[src/rtl/read_guard_pkg.sv]
`default_nettype none

package read_guard_pkg;

  localparam int unsigned ID_W   = 4;
  localparam int unsigned ADDR_W = 32;
  localparam int unsigned LEN_W  = 8;
  localparam int unsigned DATA_W = 32;
  localparam int unsigned CNT_W  = 16;

  typedef logic [ID_W-1:0]   id_t;
  typedef logic [ADDR_W-1:0] addr_t;
  typedef logic [LEN_W-1:0]  len_t;
  typedef logic [DATA_W-1:0] data_t;
  typedef logic [CNT_W-1:0]  cnt_t;

  // Life cycle of one read in the slot table
  typedef enum logic [1:0] {
    SLOT_FREE,
    SLOT_ADDR,
    SLOT_DATA
  } txn_state_e;

  typedef enum logic [1:0] {
    CAUSE_NONE,
    CAUSE_ADDR_TIMEOUT,
    CAUSE_DATA_TIMEOUT,
    CAUSE_UNWANTED_RSP
  } guard_cause_e;

  // Index width that stays valid for a single entry
  function automatic int unsigned idx_width(input int unsigned n);
    return (n > 1) ? $clog2(n) : 1;
  endfunction

endpackage

`default_nettype wire

[src/rtl/slot_timer_if.sv]
`timescale 1ns/100ps
`default_nettype none

interface slot_timer_if #(
  parameter int unsigned MaxRdTxns = 4
);
  import read_guard_pkg::*;

  // Slot view owned by the table
  txn_state_e           state [MaxRdTxns];
  len_t [MaxRdTxns-1:0] len;
  logic [MaxRdTxns-1:0] alloc;
  logic [MaxRdTxns-1:0] first_beat;

  // Flags owned by the timer
  logic [MaxRdTxns-1:0] timeout;
  logic [MaxRdTxns-1:0] timeout_data;

  modport table_mp (output state, len, alloc, first_beat);

  modport timer_mp (input state, len, alloc, first_beat, output timeout, timeout_data);

endinterface

`default_nettype wire

[src/rtl/txn_table.sv]
`timescale 1ns/100ps
`default_nettype none

module txn_table #(
  parameter int unsigned MaxRdTxns  = 4,
  parameter int unsigned MaxUniqIds = 4
) (
  input  logic                                            clk_i,
  input  logic                                            rst_ni,
  input  logic                                            ar_fire_i,
  input  read_guard_pkg::id_t                             ar_id_i,
  input  read_guard_pkg::addr_t                           ar_addr_i,
  input  read_guard_pkg::len_t                            ar_len_i,
  input  logic                                            r_fire_i,
  input  read_guard_pkg::id_t                             r_id_i,
  input  logic                                            r_last_i,
  input  logic                                            flush_i,
  input  logic [read_guard_pkg::idx_width(MaxRdTxns)-1:0] timeout_slot_i,
  output logic                                            full_o,
  output logic                                            unwanted_o,
  output read_guard_pkg::addr_t                           slot_addr_o,
  slot_timer_if.table_mp                                  timer_o
);
  import read_guard_pkg::*;

  // Never more live IDs than slots
  localparam int unsigned HtCap = (MaxUniqIds < MaxRdTxns) ? MaxUniqIds : MaxRdTxns;
  localparam int unsigned SlotW = idx_width(MaxRdTxns);
  localparam int unsigned HtW   = idx_width(HtCap);

  // Linked slot array
  txn_state_e                      state_q [MaxRdTxns];
  txn_state_e                      state_d [MaxRdTxns];
  logic [MaxRdTxns-1:0][SlotW-1:0] next_q, next_d;
  id_t   [MaxRdTxns-1:0]           slot_id_q;
  addr_t [MaxRdTxns-1:0]           addr_q;
  len_t  [MaxRdTxns-1:0]           len_q;

  // Head-tail table, one entry per live ID
  logic [HtCap-1:0]                ht_used_q, ht_used_d;
  id_t  [HtCap-1:0]                ht_id_q, ht_id_d;
  logic [HtCap-1:0][SlotW-1:0]     ht_head_q, ht_head_d;
  logic [HtCap-1:0][SlotW-1:0]     ht_tail_q, ht_tail_d;

  logic [MaxRdTxns-1:0]            slot_free_q;
  logic                            r_hit, ar_known;
  logic [HtW-1:0]                  r_ht;
  logic [SlotW-1:0]                r_head;
  logic                            alloc_we;
  logic [SlotW-1:0]                alloc_idx;
  logic [MaxRdTxns-1:0]            alloc_vec, first_beat;

  // Lookups on the registered table
  always_comb begin
    r_hit    = 1'b0;
    r_ht     = '0;
    ar_known = 1'b0;
    for (int h = 0; h < HtCap; h++) begin
      if (!r_hit && ht_used_q[h] && ht_id_q[h] == r_id_i) begin
        r_hit = 1'b1;
        r_ht  = HtW'(h);
      end
      if (ht_used_q[h] && ht_id_q[h] == ar_id_i) begin
        ar_known = 1'b1;
      end
    end
    for (int s = 0; s < MaxRdTxns; s++) begin
      slot_free_q[s] = (state_q[s] == SLOT_FREE);
    end
  end

  assign r_head      = ht_head_q[r_ht];
  assign unwanted_o  = r_fire_i && !r_hit;
  // No slot left, or a new ID with no head-tail entry left
  assign full_o      = !(|slot_free_q) || (!ar_known && (&ht_used_q));
  assign slot_addr_o = addr_q[timeout_slot_i];

  always_comb begin
    logic           slot_found, ht_found, ar_hit;
    logic [HtW-1:0] ar_ht, free_ht;
    state_d    = state_q;
    next_d     = next_q;
    ht_used_d  = ht_used_q;
    ht_id_d    = ht_id_q;
    ht_head_d  = ht_head_q;
    ht_tail_d  = ht_tail_q;
    first_beat = '0;
    alloc_vec  = '0;
    alloc_we   = 1'b0;
    alloc_idx  = '0;
    slot_found = 1'b0;
    ht_found   = 1'b0;
    ar_hit     = 1'b0;
    ar_ht      = '0;
    free_ht    = '0;

    // R beat acts on the oldest read of its ID
    if (r_fire_i && r_hit) begin
      if (state_q[r_head] == SLOT_ADDR) begin
        state_d[r_head]    = SLOT_DATA;
        first_beat[r_head] = 1'b1;
      end
      if (r_last_i) begin
        state_d[r_head] = SLOT_FREE;
        if (r_head == ht_tail_q[r_ht]) begin
          ht_used_d[r_ht] = 1'b0;
        end else begin
          ht_head_d[r_ht] = next_q[r_head];
        end
      end
    end

    // Allocation sees the table after retirement, so freed entries are reused
    if (ar_fire_i) begin
      for (int s = 0; s < MaxRdTxns; s++) begin
        if (!slot_found && state_d[s] == SLOT_FREE) begin
          slot_found = 1'b1;
          alloc_idx  = SlotW'(s);
        end
      end
      for (int h = 0; h < HtCap; h++) begin
        if (!ar_hit && ht_used_d[h] && ht_id_d[h] == ar_id_i) begin
          ar_hit = 1'b1;
          ar_ht  = HtW'(h);
        end
        if (!ht_found && !ht_used_d[h]) begin
          ht_found = 1'b1;
          free_ht  = HtW'(h);
        end
      end
      if (slot_found && (ar_hit || ht_found)) begin
        alloc_we             = 1'b1;
        alloc_vec[alloc_idx] = 1'b1;
        state_d[alloc_idx]   = SLOT_ADDR;
        if (ar_hit) begin
          // Append behind the current tail of this ID
          next_d[ht_tail_d[ar_ht]] = alloc_idx;
          ht_tail_d[ar_ht]         = alloc_idx;
        end else begin
          ht_used_d[free_ht] = 1'b1;
          ht_id_d[free_ht]   = ar_id_i;
          ht_head_d[free_ht] = alloc_idx;
          ht_tail_d[free_ht] = alloc_idx;
        end
      end
    end

    if (flush_i) begin
      state_d   = '{default: SLOT_FREE};
      ht_used_d = '0;
    end
  end

  always_ff @(posedge clk_i or negedge rst_ni) begin
    if (!rst_ni) begin
      state_q   <= '{default: SLOT_FREE};
      ht_used_q <= '0;
    end else begin
      state_q   <= state_d;
      ht_used_q <= ht_used_d;
    end
  end

  always_ff @(posedge clk_i) begin
    if (alloc_we) begin
      slot_id_q[alloc_idx] <= ar_id_i;
      addr_q[alloc_idx]    <= ar_addr_i;
      len_q[alloc_idx]     <= ar_len_i;
    end
    next_q    <= next_d;
    ht_id_q   <= ht_id_d;
    ht_head_q <= ht_head_d;
    ht_tail_q <= ht_tail_d;
  end

  assign timer_o.state      = state_q;
  assign timer_o.len        = len_q;
  assign timer_o.alloc      = alloc_vec;
  assign timer_o.first_beat = first_beat;

  // Top-level gating keeps AR out while full unless a read retires this cycle
  assert property (@(posedge clk_i) disable iff (!rst_ni)
    ar_fire_i |-> !full_o || (r_fire_i && r_last_i && r_hit));

  // The list head for an R beat is a live slot of that same ID
  assert property (@(posedge clk_i) disable iff (!rst_ni)
    (r_fire_i && r_hit) |-> (state_q[r_head] != SLOT_FREE) && (slot_id_q[r_head] == r_id_i));

endmodule

`default_nettype wire

[src/rtl/phase_timer.sv]
`timescale 1ns/100ps
`default_nettype none

module phase_timer #(
  parameter int unsigned MaxRdTxns = 4
) (
  input  logic                  clk_i,
  input  logic                  rst_ni,
  input  read_guard_pkg::cnt_t  budget_addr_i,
  input  read_guard_pkg::cnt_t  budget_data_i,
  slot_timer_if.timer_mp        timer_i
);
  import read_guard_pkg::*;

  // Budget times (len + 1) never overflows this width
  localparam int unsigned LimW = CNT_W + LEN_W + 1;

  cnt_t [MaxRdTxns-1:0]            cnt_q;
  logic [MaxRdTxns-1:0][LimW-1:0]  data_limit;

  always_ff @(posedge clk_i or negedge rst_ni) begin
    if (!rst_ni) begin
      cnt_q <= '0;
    end else begin
      for (int s = 0; s < MaxRdTxns; s++) begin
        // Restart on entry to either phase
        if (timer_i.alloc[s] || timer_i.first_beat[s]) begin
          cnt_q[s] <= '0;
        end else if (timer_i.state[s] == SLOT_FREE) begin
          cnt_q[s] <= '0;
        end else begin
          cnt_q[s] <= cnt_q[s] + 1'b1;
        end
      end
    end
  end

  always_comb begin
    for (int s = 0; s < MaxRdTxns; s++) begin
      data_limit[s] = LimW'(budget_data_i) * (LimW'(timer_i.len[s]) + LimW'(1));
      timer_i.timeout_data[s] = (timer_i.state[s] == SLOT_DATA) &&
                                (LimW'(cnt_q[s]) == data_limit[s]);
      timer_i.timeout[s] = timer_i.timeout_data[s] ||
                           ((timer_i.state[s] == SLOT_ADDR) && (cnt_q[s] == budget_addr_i));
    end
  end

  // A data-phase restart only comes from a slot waiting for its first beat
  for (genvar s = 0; s < MaxRdTxns; s++) begin : gen_slot_chk
    assert property (@(posedge clk_i) disable iff (!rst_ni)
      timer_i.first_beat[s] |-> timer_i.state[s] == SLOT_ADDR);
  end

endmodule

`default_nettype wire

[src/rtl/guard_ctrl.sv]
`timescale 1ns/100ps
`default_nettype none

module guard_ctrl #(
  parameter int unsigned MaxRdTxns = 4
) (
  input  logic                                            clk_i,
  input  logic                                            rst_ni,
  input  logic [MaxRdTxns-1:0]                            timeout_i,
  input  logic [MaxRdTxns-1:0]                            timeout_phase_i,
  input  logic                                            unwanted_i,
  input  read_guard_pkg::addr_t                           slot_addr_i,
  input  logic                                            irq_clear_i,
  output logic [read_guard_pkg::idx_width(MaxRdTxns)-1:0] timeout_slot_o,
  output logic                                            flush_o,
  output logic                                            isolate_o,
  output logic                                            irq_o,
  output logic                                            reset_req_o,
  output read_guard_pkg::guard_cause_e                    cause_o,
  output read_guard_pkg::addr_t                           fault_addr_o
);
  import read_guard_pkg::*;

  localparam int unsigned SlotW = idx_width(MaxRdTxns);

  logic         event_q;
  guard_cause_e cause_q, cause_d;
  addr_t        fault_addr_q;
  logic         any_timeout, sel_data, new_event;

  // Lowest slot wins, so scan downwards and keep the last hit
  always_comb begin
    any_timeout    = 1'b0;
    sel_data       = 1'b0;
    timeout_slot_o = '0;
    for (int s = int'(MaxRdTxns) - 1; s >= 0; s--) begin
      if (timeout_i[s]) begin
        any_timeout    = 1'b1;
        sel_data       = timeout_phase_i[s];
        timeout_slot_o = SlotW'(s);
      end
    end
  end

  // Timeouts rank above an unwanted beat
  always_comb begin
    if (!any_timeout) begin
      cause_d = CAUSE_UNWANTED_RSP;
    end else if (sel_data) begin
      cause_d = CAUSE_DATA_TIMEOUT;
    end else begin
      cause_d = CAUSE_ADDR_TIMEOUT;
    end
  end

  // Only the first event is taken until software clears it
  assign new_event = !event_q && (any_timeout || unwanted_i);
  assign flush_o   = new_event;

  always_ff @(posedge clk_i or negedge rst_ni) begin
    if (!rst_ni) begin
      event_q      <= 1'b0;
      cause_q      <= CAUSE_NONE;
      fault_addr_q <= '0;
    end else if (event_q) begin
      if (irq_clear_i) begin
        event_q <= 1'b0;
        cause_q <= CAUSE_NONE;
      end
    end else if (new_event) begin
      event_q      <= 1'b1;
      cause_q      <= cause_d;
      fault_addr_q <= any_timeout ? slot_addr_i : '0;
    end
  end

  assign irq_o        = event_q;
  assign reset_req_o  = event_q;
  assign isolate_o    = event_q;
  assign cause_o      = cause_q;
  assign fault_addr_o = fault_addr_q;

  // Flush and isolation leave nothing new to report while an event is held
  assert property (@(posedge clk_i) disable iff (!rst_ni)
    event_q |-> !(|timeout_i) && !unwanted_i);

endmodule

`default_nettype wire

[src/rtl/read_guard.sv]
`timescale 1ns/100ps
`default_nettype none

module read_guard #(
  parameter int unsigned MaxRdTxns  = 4,
  parameter int unsigned MaxUniqIds = 4
) (
  input  logic                         clk_i,
  input  logic                         rst_ni,
  // Master side
  input  logic                         mst_ar_valid_i,
  output logic                         mst_ar_ready_o,
  input  read_guard_pkg::id_t          mst_ar_id_i,
  input  read_guard_pkg::addr_t        mst_ar_addr_i,
  input  read_guard_pkg::len_t         mst_ar_len_i,
  output logic                         mst_r_valid_o,
  input  logic                         mst_r_ready_i,
  output read_guard_pkg::id_t          mst_r_id_o,
  output read_guard_pkg::data_t        mst_r_data_o,
  output logic                         mst_r_last_o,
  // Slave side
  output logic                         slv_ar_valid_o,
  input  logic                         slv_ar_ready_i,
  output read_guard_pkg::id_t          slv_ar_id_o,
  output read_guard_pkg::addr_t        slv_ar_addr_o,
  output read_guard_pkg::len_t         slv_ar_len_o,
  input  logic                         slv_r_valid_i,
  output logic                         slv_r_ready_o,
  input  read_guard_pkg::id_t          slv_r_id_i,
  input  read_guard_pkg::data_t        slv_r_data_i,
  input  logic                         slv_r_last_i,
  // Budgets and event reporting
  input  read_guard_pkg::cnt_t         budget_addr_i,
  input  read_guard_pkg::cnt_t         budget_data_i,
  input  logic                         irq_clear_i,
  output logic                         irq_o,
  output logic                         reset_req_o,
  output read_guard_pkg::guard_cause_e cause_o,
  output read_guard_pkg::addr_t        fault_addr_o
);
  import read_guard_pkg::*;

  localparam int unsigned SlotW = idx_width(MaxRdTxns);

  logic             full, isolate, flush, unwanted;
  logic             ar_block, ar_fire, r_fire;
  logic [SlotW-1:0] timeout_slot;
  addr_t            slot_addr;

  slot_timer_if #(.MaxRdTxns(MaxRdTxns)) stif ();

  // AR is held off while full or isolated
  assign ar_block       = full || isolate;
  assign slv_ar_valid_o = mst_ar_valid_i && !ar_block;
  assign mst_ar_ready_o = slv_ar_ready_i && !ar_block;
  assign slv_ar_id_o    = mst_ar_id_i;
  assign slv_ar_addr_o  = mst_ar_addr_i;
  assign slv_ar_len_o   = mst_ar_len_i;

  // While isolated the slave is drained and nothing reaches the master
  assign mst_r_valid_o  = slv_r_valid_i && !isolate;
  assign slv_r_ready_o  = mst_r_ready_i || isolate;
  assign mst_r_id_o     = slv_r_id_i;
  assign mst_r_data_o   = slv_r_data_i;
  assign mst_r_last_o   = slv_r_last_i;

  assign ar_fire = slv_ar_valid_o && slv_ar_ready_i;
  assign r_fire  = slv_r_valid_i && mst_r_ready_i && !isolate;

  txn_table #(
    .MaxRdTxns  (MaxRdTxns),
    .MaxUniqIds (MaxUniqIds)
  ) u_txn_table (
    .clk_i          (clk_i),
    .rst_ni         (rst_ni),
    .ar_fire_i      (ar_fire),
    .ar_id_i        (mst_ar_id_i),
    .ar_addr_i      (mst_ar_addr_i),
    .ar_len_i       (mst_ar_len_i),
    .r_fire_i       (r_fire),
    .r_id_i         (slv_r_id_i),
    .r_last_i       (slv_r_last_i),
    .flush_i        (flush),
    .timeout_slot_i (timeout_slot),
    .full_o         (full),
    .unwanted_o     (unwanted),
    .slot_addr_o    (slot_addr),
    .timer_o        (stif.table_mp)
  );

  phase_timer #(
    .MaxRdTxns (MaxRdTxns)
  ) u_phase_timer (
    .clk_i         (clk_i),
    .rst_ni        (rst_ni),
    .budget_addr_i (budget_addr_i),
    .budget_data_i (budget_data_i),
    .timer_i       (stif.timer_mp)
  );

  guard_ctrl #(
    .MaxRdTxns (MaxRdTxns)
  ) u_guard_ctrl (
    .clk_i           (clk_i),
    .rst_ni          (rst_ni),
    .timeout_i       (stif.timeout),
    .timeout_phase_i (stif.timeout_data),
    .unwanted_i      (unwanted),
    .slot_addr_i     (slot_addr),
    .irq_clear_i     (irq_clear_i),
    .timeout_slot_o  (timeout_slot),
    .flush_o         (flush),
    .isolate_o       (isolate),
    .irq_o           (irq_o),
    .reset_req_o     (reset_req_o),
    .cause_o         (cause_o),
    .fault_addr_o    (fault_addr_o)
  );

endmodule

`default_nettype wire

[config.mk]
export PLATFORM = sky130hd
export DESIGN_NAME = read_guard
export DESIGN_NICKNAME = d
export VERILOG_FILES = /design/src/rtl/read_guard_pkg.sv /design/src/rtl/slot_timer_if.sv /design/src/rtl/txn_table.sv /design/src/rtl/phase_timer.sv /design/src/rtl/guard_ctrl.sv /design/src/rtl/read_guard.sv
export SDC_FILE = /design/constraint.sdc
export NUM_CORES = 2
export LEC_CHECK = 0
export BUFFER_PORTS_ARGS = -buffer_cell sky130_fd_sc_hd__buf_2
export CORE_MARGIN = 1
export CORE_UTILIZATION = 50
export CTS_CLUSTER_DIAMETER = 30
export DETAILED_ROUTE_END_ITERATION = 10
export PLACE_DENSITY = 0.68
export SETUP_SLACK_MARGIN = 0.3
export SLEW_MARGIN = 20
export SYNTH_ARGS = -nofsm -noshare
export SYNTH_HDL_FRONTEND = slang
export SYNTH_SLANG_ARGS = --single-unit
[constraint.sdc]
create_clock -name clk_i -period 8.57 [get_ports clk_i]
set_clock_uncertainty 0.2 [all_clocks]
set_input_delay 1.714 -clock clk_i [delete_from_list [all_inputs] [get_ports clk_i]]
set_output_delay 1.714 -clock clk_i [all_outputs]
set_load 0.01 [all_outputs]
==> flow_summary_export.csv <==
group,metric,value,unit
place,place_ws,0.1059,ns
place,gp_congestion,0.9534,
setup_path,end_kind,"flip-flop",
setup_path,crit_fanout,13,
drt,viasPerCell,5.663,
drt,initialDrtViolationCount,1873,
synth,synthFlopType,"edfxtp_1",
cells_and_area,fin_util,56.24,%
grt,grt_pass1_wl,151.1,mm
power_and_ir_drop,swShare,46.50,%
synth,netlist_instances,3640,
die,die_width,266.9,um
power_and_ir_drop,leakagePower,16.82,nW
cells_and_area,fin_cells,4685,
cells_and_area,drive_gt1_share,11.96,%
drt,ant_nets,0,
synth,syn_area,35100,um^2
die,io_pins,241,
place,io_buffer_count,176,
cells_and_area,num-fill-cells,6065,
power_and_ir_drop,p_switching,5.729,mW
drt,routed-via-count,26529,
cts,cts_resized,0,
setup_path,required,8.93,ns
cells_and_area,antenna_cells,0,
setup_path,arrival,8.35,ns
sta,max_freq,0.1252,GHz
sta,post-route-period-util,93.19,%
grt,overflow,0,
cts,clk_latency,0.63,ns
drt,drt_drc_violations_left,0,
synth,synth_edf_count,192,
outcome,outcome,"finished, final reports clean",
setup_path,cp-start-kind,"flip-flop",
drt,wl_per_cell,19.93,um
grt,antenna_found_initial,1,
sta,hold_ws,0.3208,ns
cts,cts.sinks,311,
synth,ys_warn_count,0,
synth,async_flop_share,35.69,%
sta,worst_pin_slew,1.026,ns
cells_and_area,multi_input_area,23420,um^2
cts,numCtsBuffers,61,
power_and_ir_drop,powerDensity,317.2,nW/um^2
die,initial_utilization,50.82,%
synth,postSynthNetCount,4344,
sta,finalCriticalPeriod,7.987,ns
grt,grt_max_degree,69,
synth,ys_seq_area_share,24.80,%
sta,maxSlewViolCount,0,
cells_and_area,seqCellArea,8705,um^2
synth,synth.ff_latch_count,311,
drt,routed_wirelength,93.36,mm
sta,rsz0062_at_grt,"yes",
power_and_ir_drop,comb_power_share,65.1,%
power_and_ir_drop,vdd_ir_drop_max,0.3122,mV
cts,path_clk_slew,0.06,ns
die,coreArea,69070,um^2
grt,grt_usage,27.07,%
grt,grt_pass1_vias,27113,
sta,tns,0,ns
power_and_ir_drop,clkPwrFrac,19.9,%
power_and_ir_drop,p_seq_share,14.9,%
place,dpl.hpwl,70.02,mm
sta,final-hold-violation-count,0,
flow_run,cap_violations,0,
synth,synth.avg_cell_area,9.642,um^2
cts,root_buffer,"clkbuf_16",
cts,cts_tree,"built",
die,fp.dieH,266.9,um
cts,clockBufferDepth,3,
cts,cts_max_level,2,
cells_and_area,nets,4406,
cts,postCtsHoldBufs,0,
setup_path,crit_type,"flip-flop to flip-flop",
die,rows,96,
drt,firstDrtPassIters,7,
sta,setup_ws,0.5834,ns
place,dp.cells,4570,
sta,maxSlewHeadroom,31.43,%
power_and_ir_drop,p_int,6.590,mW
synth,ys_types,93,
cells_and_area,area_growth_syn_to_layout,10.66,%
worst_hold_path,hold_class,"flip-flop to flip-flop",
die,die_area,71260,um^2
sta,final-setup-viol-count,0,
cts,post_cts_buffers,0,
path summary, 6_finish.rpt:
check                           cells past startpoint  slack, ns                           from                       endpoint
worst max-delay path                               25       0.58    u_txn_table.timer_o.len[16]   u_guard_ctrl.fault_addr_o[0]
worst min-delay path                                1       0.32  u_guard_ctrl.fault_addr_o[29]  u_guard_ctrl.fault_addr_o[29]
worst max register to register                     25       0.58    u_txn_table.timer_o.len[16]   u_guard_ctrl.fault_addr_o[0]
worst min register to register                      1       0.32  u_guard_ctrl.fault_addr_o[29]  u_guard_ctrl.fault_addr_o[29]
max in group asynchronous                           2       5.88                         rst_ni        u_phase_timer.cnt_q[54]
min in group asynchronous                           1       0.91                         rst_ni        u_phase_timer.cnt_q[18]
cells by family (layout without fill, tap and decap cells):
kind of cell               Yosys count  in the layout  synth area share, %
and+or+nand+nor                   1204           1204                17.93
DFF                                311            311                24.80
buffers and inverters              697            811                8.627
xor gates and xnor gates           267            267                6.702
adders and majority gates          584            584                29.29
muxes                               29             29               0.8378
AOI/OAI and AO/OA                  548            548                11.82
stage by stage:
stage / instance area [um^2] / total power [mW]
finish: 38840 / 12.32
floorplan: 35100 / 7.761
global placement: 36660 / 9.725
CTS: 38820 / 12.26
detailed placement: 36660 / 9.720
global route: 38840 / 13.39
critical path, cell delays in order (launching register included):
cell	delay [ns]
edfxtp_1	0.53
ha_1	0.25
nand3_1	0.14
xnor2_2	0.43
buf_4	0.25
nand2_1	0.08
fa_1	0.50
fa_1	0.60
fa_1	0.44
fa_1	0.50
inv_1	0.04
ha_1	0.40
a211oi_4	0.37
o211ai_4	0.14
a2111oi_0	0.58
nor3_1	0.10
nand4b_1	0.23
or4_4	0.59
o41ai_4	0.21
buf_4	0.21
o21bai_4	0.15
buf_4	0.15
buf_4	0.23
o22ai_1	0.12
a211oi_1	0.31
a22o_1	0.18
flip-flops by register name, indices dropped and copies added (netlist names), 2 cells and up:
register                   flops
u_guard_ctrl.cause_o           2
u_txn_table.ht_id_q           16
u_guard_ctrl.fault_addr_o     32
u_txn_table.timer_o.state      8
u_txn_table.ht_tail_q          8
u_phase_timer.cnt_q           64
u_txn_table.next_q             8
u_txn_table.ht_used_q          4
u_txn_table.addr_q           128
u_txn_table.ht_head_q          8
u_txn_table.timer_o.len       32
layout by cell type (no fill, tap or decap), drive strengths merged, types with 111 or more instances in the layout:
| master | synthesis | layout |
|---|---|---|
| ha | 188 | 188 |
| xnor2 | 113 | 113 |
| nor2 | 163 | 163 |
| fa | 396 | 396 |
| xor2 | 153 | 153 |
| nor2b | 158 | 158 |
| buf | 123 | 273 |
| nand2 | 309 | 309 |
| edfxtp | 192 | 192 |
| inv | 423 | 428 |
| dfrtp | 111 | 111 |
| and2 | 240 | 240 |
cell type report:
type	count	share of cell area, %
Multi-Input combinational cell	2632	60.31
Sequential cell	311	22.41
Timing Repair Buffer	273	4.632
Clock buffer	74	4.188
Inverter	423	4.091
Tap cell	931	2.999
Clock inverter	41	1.369
layer usage:
layer / wire (um) / up-vias / global-route usage, % / part of all wire, %
met2: 43440 / 1006 / 43.50 / 47
met5: 13 / - / 0 / 0.014
met3: 6439 / 181 / 4.059 / 6.9
met4: 3147 / 2 / 9.056 / 3.4
li1: - / 12127 / - / -
met1: 40330 / 13213 / 37.40 / 43
power groups by stage:
stage	Clock, mW	Combinational (mW)	Sequential (mW)
finish	2.45	8.03	1.84
global route	2.55	8.99	1.85
CTS	2.49	7.93	1.84
detailed placement	0	7.86	1.86
global placement	0	7.86	1.86
floorplan	0	5.93	1.83
synth_stat cells, drive strengths merged, types with 13 or more instances:
| master | n | area, um^2 |
|---|---|---|
| mux2i | 26 | 260.3 |
| fa | 396 | 7928 |
| nand2 | 309 | 1160 |
| inv | 423 | 1588 |
| a211oi | 60 | 623.1 |
| clkbuf | 151 | 566.8 |
| nand4 | 25 | 156.4 |
| edfxtp | 192 | 5766 |
| and2 | 240 | 1501 |
| a211o | 37 | 324.1 |
| a21oi | 91 | 466.7 |
| xor2 | 153 | 1340 |
| a21o | 29 | 217.7 |
| nand3 | 88 | 440.4 |
| o22ai | 44 | 275.3 |
| dfrtp | 111 | 2778 |
| nor3 | 43 | 225.2 |
| o211ai | 26 | 209.0 |
| buf | 123 | 873.4 |
| or3 | 13 | 81.33 |
| a2111oi | 15 | 137.6 |
| o21ai | 69 | 345.3 |
| xnor2 | 113 | 989.7 |
| o21a | 17 | 127.6 |
| and3 | 37 | 231.5 |
| a22o | 31 | 271.5 |
| nand2b | 66 | 412.9 |
| nor4 | 26 | 196.4 |
| ha | 188 | 2352 |
| nor2 | 163 | 611.8 |
| nor2b | 158 | 988.5 |
| a21boi | 40 | 311.5 |
(Power assumes the default switching activity.)
